===== src/hdl/lcd_defs.svh =====
// address map, graph sizes and bus timing constants for the LCD block, include where needed
`ifndef LCD_DEFS_SVH
`define LCD_DEFS_SVH

// read-side register map
`define LCD_INPUT_ADDR   32'h1fd0_c000
`define TOUCH_INPUT_ADDR 32'h1fd0_c004

// fill codes returned on reads
`define TOUCH_CODE       32'hffff_ffff
`define UNMAPPED_CODE    32'heeee_eeee

// store address bit that picks data (1) or command (0)
`define LCD_RS_BIT       2

// one graph is six LCD entries plus the fill count word
`define GRAPH_ENTRIES    6
`define GRAPH_WORDS      7

// 8080 write strobe shape in pclk cycles
`define LCD_WR_LOW       2
`define LCD_WR_HIGH      2

`endif


===== src/hdl/lcd_pkg.sv =====
// shared types of the LCD subsystem, referenced by scoped name from the RTL files
package lcd_pkg;

    typedef logic [31:0] word_t;
    typedef logic [31:0] addr_t;
    typedef logic [3:0]  axi_id_t;
    typedef logic [7:0]  axi_len_t;   // beats minus one
    typedef logic [1:0]  axi_resp_t;
    typedef logic [15:0] pixel_t;     // LCD bus word
    typedef logic [15:0] fill_t;

    // one buffered store
    typedef struct packed {
        addr_t addr;
        word_t data;
    } lcd_cmd_t;

    typedef struct packed {
        axi_id_t  id;
        addr_t    addr;
        axi_len_t len;
        logic [2:0] size;
        logic [1:0] burst;
        logic [1:0] lock;
        logic [3:0] cache;
        logic [2:0] prot;
    } axi_ar_t;

    typedef axi_ar_t axi_aw_t;  // same field set on both address channels

    typedef struct packed {
        word_t      data;
        logic [3:0] strb;
        logic       last;
    } axi_w_t;

    typedef enum logic {RD_ADDR, RD_DATA} rd_state_e;
    typedef enum logic [1:0] {WR_IDLE, WR_ADDR, WR_DATA, WR_RESP} wr_state_e;
    typedef enum logic {BUF_FILL, BUF_DISPATCH} buf_state_e;
    typedef enum logic [1:0] {DEC_IDLE, DEC_ISSUE, DEC_WAIT, DEC_REPEAT} dec_state_e;

endpackage


===== src/hdl/lcd_axi_slave.sv =====
// AXI slave of the LCD block, answers register reads and forwards full-word stores to the buffer
`timescale 1ns/1ps
`include "lcd_defs.svh"

module lcd_axi_slave (
    input  logic               pclk,
    input  logic               rst_n,
    input  lcd_pkg::axi_ar_t   ar,
    input  logic               arvalid,
    output logic               arready,
    output lcd_pkg::axi_id_t   rid,
    output lcd_pkg::word_t     rdata,
    output lcd_pkg::axi_resp_t rresp,
    output logic               rlast,
    output logic               rvalid,
    input  logic               rready,
    input  lcd_pkg::axi_aw_t   aw,
    input  logic               awvalid,
    output logic               awready,
    input  lcd_pkg::axi_w_t    w,
    input  logic               wvalid,
    output logic               wready,
    output lcd_pkg::axi_id_t   bid,
    output lcd_pkg::axi_resp_t bresp,
    output logic               bvalid,
    input  logic               bready,
    input  lcd_pkg::word_t     lcd_input,
    input  logic               buffer_busy,
    output logic               store,
    output lcd_pkg::lcd_cmd_t  store_cmd
);
    lcd_pkg::rd_state_e rd_state;
    lcd_pkg::wr_state_e wr_state;
    lcd_pkg::addr_t     rd_addr;   // latched araddr
    lcd_pkg::addr_t     wr_addr;   // latched awaddr
    logic               w_fire;

    assign rresp = '0;  // OKAY
    assign bresp = '0;

    assign w_fire         = wvalid && wready;
    assign store          = w_fire && (&w.strb);  // partial beats are dropped here
    assign store_cmd.addr = wr_addr;
    assign store_cmd.data = w.data;

    // read side
    always_ff @(posedge pclk) begin
        if (!rst_n) begin
            rd_state <= lcd_pkg::RD_ADDR;
            arready  <= 1'b1;
            rvalid   <= 1'b0;
            rlast    <= 1'b0;
        end else begin
            case (rd_state)
                lcd_pkg::RD_ADDR: begin
                    if (arvalid && arready) begin
                        rd_state <= lcd_pkg::RD_DATA;
                        arready  <= 1'b0;
                    end
                end
                lcd_pkg::RD_DATA: begin
                    if (rvalid && rready) begin
                        rd_state <= lcd_pkg::RD_ADDR;
                        arready  <= 1'b1;
                        rvalid   <= 1'b0;
                        rlast    <= 1'b0;
                    end else begin
                        rvalid <= 1'b1;
                        rlast  <= 1'b1;  // single beat only
                    end
                end
                default: rd_state <= lcd_pkg::RD_ADDR;
            endcase
        end
    end

    always_ff @(posedge pclk) begin
        if (arvalid && arready) begin
            rid     <= ar.id;
            rd_addr <= ar.addr;
        end
        if (rd_state == lcd_pkg::RD_DATA && !rvalid) begin
            case (rd_addr)
                `LCD_INPUT_ADDR:   rdata <= lcd_input;
                `TOUCH_INPUT_ADDR: rdata <= `TOUCH_CODE;  // no touch panel behind it
                default:           rdata <= `UNMAPPED_CODE;
            endcase
        end
    end

    // write side
    always_ff @(posedge pclk) begin
        if (!rst_n) begin
            wr_state <= lcd_pkg::WR_IDLE;
            awready  <= 1'b0;
            wready   <= 1'b0;
            bvalid   <= 1'b0;
        end else begin
            case (wr_state)
                lcd_pkg::WR_IDLE: begin
                    if (!buffer_busy) begin  // hold off the CPU while drawing
                        wr_state <= lcd_pkg::WR_ADDR;
                        awready  <= 1'b1;
                    end
                end
                lcd_pkg::WR_ADDR: begin
                    if (awvalid && awready) begin
                        wr_state <= lcd_pkg::WR_DATA;
                        awready  <= 1'b0;
                        wready   <= 1'b1;
                    end
                end
                lcd_pkg::WR_DATA: begin
                    if (w_fire) begin
                        wr_state <= lcd_pkg::WR_RESP;
                        wready   <= 1'b0;
                        bvalid   <= 1'b1;
                    end
                end
                lcd_pkg::WR_RESP: begin
                    if (bready) begin
                        wr_state <= lcd_pkg::WR_IDLE;
                        bvalid   <= 1'b0;
                    end
                end
                default: wr_state <= lcd_pkg::WR_IDLE;
            endcase
        end
    end

    always_ff @(posedge pclk) begin
        if (awvalid && awready) begin
            bid     <= aw.id;
            wr_addr <= aw.addr;
        end
    end

    // bursts are not supported
    assert property (@(posedge pclk) disable iff (!rst_n)
        arvalid && arready |-> ar.len == '0);
    assert property (@(posedge pclk) disable iff (!rst_n)
        awvalid && awready |-> aw.len == '0);
    assert property (@(posedge pclk) disable iff (!rst_n)
        rvalid && !rready |=> rvalid && $stable(rdata));

endmodule


===== src/hdl/lcd_graph_buffer.sv =====
// graph buffer, collects seven stores and feeds the six LCD entries to the command decoder
`timescale 1ns/1ps
`include "lcd_defs.svh"

module lcd_graph_buffer (
    input  logic              pclk,
    input  logic              rst_n,
    input  logic              store,
    input  lcd_pkg::lcd_cmd_t store_cmd,
    output logic              buffer_busy,
    output logic              cmd_valid,
    output lcd_pkg::lcd_cmd_t cmd,
    output logic              last_entry,
    output lcd_pkg::fill_t    fill,
    input  logic              cmd_ready
);
    localparam int CNT_W = $clog2(`GRAPH_WORDS);

    lcd_pkg::buf_state_e state;
    lcd_pkg::lcd_cmd_t   entries [`GRAPH_WORDS];
    logic [CNT_W-1:0]    count;   // stores taken so far
    logic [CNT_W-1:0]    idx;     // next entry to hand out
    logic                idle_gap;
    logic                send;
    logic                finish;

    // decoder idle and no pulse in flight
    assign idle_gap = (state == lcd_pkg::BUF_DISPATCH) && cmd_ready && !cmd_valid;
    assign send     = idle_gap && (idx != CNT_W'(`GRAPH_ENTRIES));
    assign finish   = idle_gap && (idx == CNT_W'(`GRAPH_ENTRIES));

    always_ff @(posedge pclk) begin
        if (store) begin
            entries[count] <= store_cmd;
        end else if (finish) begin
            for (int i = 0; i < `GRAPH_WORDS; i++) begin
                entries[i] <= '0;
            end
        end
    end

    always_ff @(posedge pclk) begin
        if (send) begin
            cmd        <= entries[idx];
            last_entry <= (idx == CNT_W'(`GRAPH_ENTRIES - 1));
            // seventh word carries the fill count
            fill       <= entries[`GRAPH_WORDS-1].data[$bits(lcd_pkg::fill_t)-1:0];
        end
    end

    always_ff @(posedge pclk) begin
        if (!rst_n) begin
            state       <= lcd_pkg::BUF_FILL;
            count       <= '0;
            idx         <= '0;
            buffer_busy <= 1'b0;
            cmd_valid   <= 1'b0;
        end else begin
            cmd_valid <= send;  // one cycle pulse
            case (state)
                lcd_pkg::BUF_FILL: begin
                    if (store) begin
                        count <= count + 1'b1;
                        if (count == CNT_W'(`GRAPH_WORDS - 1)) begin
                            state       <= lcd_pkg::BUF_DISPATCH;
                            count       <= '0;
                            idx         <= '0;
                            buffer_busy <= 1'b1;
                        end
                    end
                end
                lcd_pkg::BUF_DISPATCH: begin
                    if (send) begin
                        idx <= idx + 1'b1;
                    end else if (finish) begin
                        state       <= lcd_pkg::BUF_FILL;  // last entry drawn
                        buffer_busy <= 1'b0;
                    end
                end
                default: state <= lcd_pkg::BUF_FILL;
            endcase
        end
    end

    // the slave must stall writes while a graph is drawn
    assert property (@(posedge pclk) disable iff (!rst_n) store |-> !buffer_busy);

endmodule


===== src/hdl/lcd_cmd_decoder.sv =====
// command decoder, turns buffered entries into LCD bus writes and repeats the last one as fill
`timescale 1ns/1ps
`include "lcd_defs.svh"

module lcd_cmd_decoder (
    input  logic              pclk,
    input  logic              rst_n,
    input  logic              cmd_valid,
    input  lcd_pkg::lcd_cmd_t cmd,
    input  logic              last_entry,
    input  lcd_pkg::fill_t    fill,
    output logic              cmd_ready,
    output logic              bus_write,
    output logic              rs,
    output lcd_pkg::pixel_t   bus_data,
    input  logic              bus_busy
);
    lcd_pkg::dec_state_e state;
    lcd_pkg::fill_t      remaining;  // writes left, current one included

    assign cmd_ready = (state == lcd_pkg::DEC_IDLE);

    always_ff @(posedge pclk) begin
        if (cmd_ready && cmd_valid) begin
            rs       <= cmd.addr[`LCD_RS_BIT];
            bus_data <= cmd.data[$bits(lcd_pkg::pixel_t)-1:0];
        end
    end

    always_ff @(posedge pclk) begin
        if (!rst_n) begin
            state     <= lcd_pkg::DEC_IDLE;
            remaining <= '0;
            bus_write <= 1'b0;
        end else begin
            bus_write <= 1'b0;
            case (state)
                lcd_pkg::DEC_IDLE: begin
                    if (cmd_valid) begin
                        state <= lcd_pkg::DEC_ISSUE;
                        if (last_entry && fill != '0) begin
                            remaining <= fill;  // paint the region
                        end else begin
                            remaining <= lcd_pkg::fill_t'(1);
                        end
                    end
                end
                lcd_pkg::DEC_ISSUE: begin
                    bus_write <= 1'b1;
                    state     <= lcd_pkg::DEC_WAIT;
                end
                lcd_pkg::DEC_WAIT: begin
                    // busy shows up one cycle after the strobe
                    if (!bus_write && !bus_busy) begin
                        if (remaining == lcd_pkg::fill_t'(1)) begin
                            state <= lcd_pkg::DEC_IDLE;
                        end else begin
                            state <= lcd_pkg::DEC_REPEAT;
                        end
                    end
                end
                lcd_pkg::DEC_REPEAT: begin
                    remaining <= remaining - 1'b1;
                    state     <= lcd_pkg::DEC_ISSUE;
                end
                default: state <= lcd_pkg::DEC_IDLE;
            endcase
        end
    end

endmodule


===== src/hdl/lcd_bus_writer.sv =====
// 8080 bus writer, shapes one write cycle on the LCD pins and samples the LCD input pins
`timescale 1ns/1ps
`include "lcd_defs.svh"

module lcd_bus_writer (
    input  logic            pclk,
    input  logic            rst_n,
    input  logic            bus_write,
    input  logic            rs,
    input  lcd_pkg::pixel_t bus_data,
    output logic            bus_busy,
    output logic            lcd_cs_n,
    output logic            lcd_rs,
    output logic            lcd_wr_n,
    output lcd_pkg::pixel_t lcd_data,
    input  lcd_pkg::pixel_t lcd_din,
    output lcd_pkg::word_t  lcd_input
);
    localparam int CYCLE_LEN = `LCD_WR_LOW + `LCD_WR_HIGH;
    localparam int PHASE_W   = $clog2(CYCLE_LEN);

    logic [PHASE_W-1:0] phase;
    lcd_pkg::pixel_t    din_meta;
    lcd_pkg::pixel_t    din_sync;

    // two-flop synchronizer on the input pins
    always_ff @(posedge pclk) begin
        din_meta <= lcd_din;
        din_sync <= din_meta;
    end

    assign lcd_input = lcd_pkg::word_t'(din_sync);  // zero extended

    always_ff @(posedge pclk) begin
        if (bus_write) begin
            lcd_rs   <= rs;
            lcd_data <= bus_data;  // held for the whole cycle
        end
    end

    always_ff @(posedge pclk) begin
        if (!rst_n) begin
            bus_busy <= 1'b0;
            phase    <= '0;
            lcd_cs_n <= 1'b1;
            lcd_wr_n <= 1'b1;
        end else if (bus_write) begin
            bus_busy <= 1'b1;
            phase    <= '0;
            lcd_cs_n <= 1'b0;
            lcd_wr_n <= 1'b0;
        end else if (bus_busy) begin
            phase <= phase + 1'b1;
            if (phase == PHASE_W'(`LCD_WR_LOW - 1)) begin
                lcd_wr_n <= 1'b1;  // LCD latches on this edge
            end
            if (phase == PHASE_W'(CYCLE_LEN - 1)) begin
                bus_busy <= 1'b0;
                lcd_cs_n <= 1'b1;
                phase    <= '0;
            end
        end
    end

    // decoder must wait for the previous cycle
    assert property (@(posedge pclk) disable iff (!rst_n) bus_write |-> !bus_busy);

endmodule


===== src/hdl/lcd_top.sv =====
// LCD subsystem top, AXI slave port on one side and the 8080 LCD pins on the other
`timescale 1ns/1ps

module lcd_top (
    input  logic               pclk,
    input  logic               rst_n,
    input  lcd_pkg::axi_ar_t   ar,
    input  logic               arvalid,
    output logic               arready,
    output lcd_pkg::axi_id_t   rid,
    output lcd_pkg::word_t     rdata,
    output lcd_pkg::axi_resp_t rresp,
    output logic               rlast,
    output logic               rvalid,
    input  logic               rready,
    input  lcd_pkg::axi_aw_t   aw,
    input  logic               awvalid,
    output logic               awready,
    input  lcd_pkg::axi_w_t    w,
    input  logic               wvalid,
    output logic               wready,
    output lcd_pkg::axi_id_t   bid,
    output lcd_pkg::axi_resp_t bresp,
    output logic               bvalid,
    input  logic               bready,
    output logic               lcd_cs_n,
    output logic               lcd_rs,
    output logic               lcd_wr_n,
    output lcd_pkg::pixel_t    lcd_data,
    input  lcd_pkg::pixel_t    lcd_din
);
    // slave to buffer
    logic              store;
    lcd_pkg::lcd_cmd_t store_cmd;
    logic              buffer_busy;
    // buffer to decoder
    logic              cmd_valid;
    lcd_pkg::lcd_cmd_t cmd;
    logic              last_entry;
    lcd_pkg::fill_t    fill;
    logic              cmd_ready;
    // decoder to bus writer
    logic              bus_write;
    logic              rs;
    lcd_pkg::pixel_t   bus_data;
    logic              bus_busy;
    lcd_pkg::word_t    lcd_input;  // sampled pins back to the read path

    lcd_axi_slave u_slave (.*);

    lcd_graph_buffer u_buffer (.*);

    lcd_cmd_decoder u_decoder (.*);

    lcd_bus_writer u_writer (.*);

endmodule


===== config.mk =====
export PLATFORM = sky130hd
export DESIGN_NAME = lcd_top
export DESIGN_NICKNAME = d
export VERILOG_FILES = /design/src/hdl/lcd_pkg.sv /design/src/hdl/lcd_axi_slave.sv /design/src/hdl/lcd_graph_buffer.sv /design/src/hdl/lcd_cmd_decoder.sv /design/src/hdl/lcd_bus_writer.sv /design/src/hdl/lcd_top.sv
export VERILOG_INCLUDE_DIRS = /design/src /design/src/hdl
export SDC_FILE = /design/constraint.sdc
export NUM_CORES = 1
export LEC_CHECK = 0
export BUFFER_PORTS_ARGS = -buffer_cell sky130_fd_sc_hd__buf_2
export CAP_MARGIN = 30
export CORE_ASPECT_RATIO = 0.8
export CORE_MARGIN = 5
export CORE_UTILIZATION = 39
export CTS_BUF_LIST = sky130_fd_sc_hd__clkbuf_8 sky130_fd_sc_hd__clkbuf_16
export DETAILED_ROUTE_END_ITERATION = 10
export GPL_TIMING_DRIVEN = 0
export HOLD_SLACK_MARGIN = 0.05
export MAX_ROUTING_LAYER = met4
export SLEW_MARGIN = 20
export SYNTH_ARGS = -nofsm -noshare
export SYNTH_HDL_FRONTEND = slang
export SYNTH_HIERARCHICAL = 1
export SYNTH_SLANG_ARGS = --single-unit

===== constraint.sdc =====
create_clock -name pclk -period 7.3 [get_ports pclk]
set_input_delay 0.73 -clock pclk [delete_from_list [all_inputs] [get_ports pclk]]
set_output_delay 0.73 -clock pclk [all_outputs]
set_load 0.05 [all_outputs]

==> flow_metrics.env <==
export IMPL_run_status="finished, final reports clean"
export IMPL_p_per_area_nw_per_um2=260
export IMPL_synthCells=1183
export IMPL_clockBufferDepth=3
export IMPL_post_cts_resized=0
export IMPL_initial_utilization_pct=39.5
export IMPL_die_w_um=223
export IMPL_syn_area_um2=14200
export IMPL_tightest_slew_ns=0.837
export IMPL_syn_to_final_growth_pct=18.9
export IMPL_clkPwrFrac_pct=42.0
export IMPL_hp_class="in2reg"
export IMPL_worstPathArrival_ns=2.56
export IMPL_die_y_um=181
export IMPL_rsz0062_at_grt="no"
export IMPL_ios=245
export IMPL_drv_slew=0
export IMPL_timing_final_crit_share_pct=31.9
export IMPL_ctsHtreeMaxLevel=2
export IMPL_cts_tree="yes"
export IMPL_detailed_place_hpwl_mm=24.7
export IMPL_path_class="reg2reg"
export IMPL_grt_max_degree=29
export IMPL_fin_cells=1889
export IMPL_fin_nets=1570
export IMPL_top_usage_layer="met2"
export IMPL_comb_power_share_pct=8.5
export IMPL_cts_root_buffer="clkbuf_16"
export IMPL_wl_per_cell_um=18.1
export IMPL_drc=0
export IMPL_dp_cells=1820
export IMPL_hold_violations=0
export IMPL_grt_pass1_vias=9243
export IMPL_routed_wl_mm=34.1
export IMPL_pwr_share_seq_pct=49.6
export IMPL_gr_total_overflow=0
export IMPL_period_minus_slack_ns=2.33
export IMPL_fin_setup_tns_ns=0
export IMPL_ys_warn_count=6
export IMPL_relSlewSlack_pct=44.2
export IMPL_power_leakage_nw=6.22
export IMPL_drt_iter0_drc=954
export IMPL_power_switching_share_pct=23.5
export IMPL_dr_pass1_iters=5
export IMPL_met2_usage_pct=26.8
export IMPL_syn_mean_instance_area_um2=12.0
export IMPL_drive_gt1_share_pct=25.8
export IMPL_ant_nets=0
export IMPL_endpoint_kind="flip-flop"
export IMPL_intPower_w=0.00336
export IMPL_cts_buffers=37
export IMPL_core_um2=35900
export IMPL_p_switching_w=0.00103
export IMPL_viasPerCell=5.01
export IMPL_maxCapViolCount=0
export IMPL_start_kind="flip-flop"
export IMPL_ctsHoldBuffers=0
export IMPL_port_buffers=132
export IMPL_path_clk_slew_ns=0.06
export IMPL_holdPathStages=1
export IMPL_reg2reg_depth=6
export IMPL_num_vias=9470
export IMPL_crit_fanout=10
export IMPL_worst_ir_drop_vdd_mv=0.155
export IMPL_place_congestion=0.898
export IMPL_use_met3_pct=2.90
export IMPL_rows=62
export IMPL_dieArea_um2=40300
export IMPL_track_usage_pct=17.2
export IMPL_crit_required_ns=7.53
export IMPL_antenna_found_initial=1
export IMPL_setup_viol=0
export IMPL_clk_latency_ns=0.53
export IMPL_max_freq_ghz=0.430
export IMPL_use_met1_pct=23.6
export IMPL_finClkSkew_ns=0.0133
export IMPL_cts_setup_buffers=0
export IMPL_numClockSinks=350
export IMPL_grt_pass1_wl_mm=53.2
metrics by stage:
step	power, W	worst slack [ns]	util [%]	area [um2]	hold slack (ns)
2_1_floorplan	0.00247	4.17	-	14300	0.310
3_3_place_gp	0.00257	3.14	43.2	15500	0.311
3_5_place_dp	0.00259	4.50	43.6	15700	0.314
4_1_cts	0.00444	4.92	47.0	16900	0.281
5_1_grt	0.00456	4.79	47.0	16900	0.287
6_report	0.00439	4.97	47.0	16900	0.307
area by class of cell:
type                       instances  area [um2]
fill                            3274       19000
sequential                       350        8760
multi-input combinational        683        4560
clock buffer                      40         990
buffer                           150         901
timing repair buffer             139         792
tap                              480         601
clock inverter                    28         205
inverter                          18        67.6
antenna                            1        2.50
placed cells by master (no fill, tap or decap), types with 4 or more instances in the layout:
master / count
mux4_2: 34
nand4bb_1: 24
nor3_1: 6
o21a_1: 6
dfxtp_1: 175
nand3_1: 11
a21oi_1: 121
and2_1: 8
mux2_2: 17
nor2b_1: 28
nor2_2: 4
buf_6: 10
buf_1: 9
o21ai_0: 21
a31oi_1: 6
nand2b_1: 8
a32oi_1: 5
conb_1: 20
inv_1: 29
nand3b_1: 9
a21boi_0: 6
ha_1: 15
buf_4: 62
clkbuf_1: 40
edfxtp_1: 175
o211a_1: 9
clkbuf_16: 39
clkinv_1: 7
nand2_1: 224
nand4_1: 6
buf_2: 162
nor4_1: 10
and3_1: 4
nor2_1: 17
routing by layer:
layer  up-vias  wire, um
met2       276     16100
met1      4594     15200
met3        64      2120
li1       4536         -
met5         -         0
met4         0       706
worst paths after layout:
| kind | start | to | slack [ns] |
|---|---|---|---|
| worst max-delay path | u_slave/wready | u_buffer/entries[5][1] | 4.97 |
| worst min-delay path | lcd_din[5] | u_writer/din_meta[5] | 0.31 |
| worst max register to register | u_slave/wready | u_buffer/entries[5][1] | 4.97 |
| worst min register to register | u_writer/din_meta[4] | u_writer/din_sync[4] | 0.33 |
critical path, cell delays in order (launching register included):
cell,delay [ns]
dfxtp_1,0.39
nand2_1,0.11
nor2_1,0.27
buf_2,0.28
nand2b_1,0.21
o22ai_2,0.53
buf_8,0.23
registers in the layout (all words and copies together) (netlist names), 3 cells and up:
register and flops:
u_buffer/entries 136, u_slave/rd_addr 32, u_slave/rdata 32, u_buffer/cmd 17
u_buffer/fill 16, u_decoder/bus_data 16, u_decoder/remaining 16, u_writer/din_meta 16
u_writer/din_sync 16, u_writer/lcd_data 16, u_slave/bid 4, u_slave/rid 4
u_buffer/count 3, u_buffer/idx 3
power by group through the flow:
stage	combinational [W]	clock (W)	sequential, W
3_3_place_gp	0.000354	0	0.00222
2_1_floorplan	0.000193	0	0.00227
4_1_cts	0.000372	0.00189	0.00217
3_5_place_dp	0.000370	0	0.00222
6_report	0.000372	0.00184	0.00217
5_1_grt	0.000401	0.00198	0.00218
(Power assumes the default switching activity.)
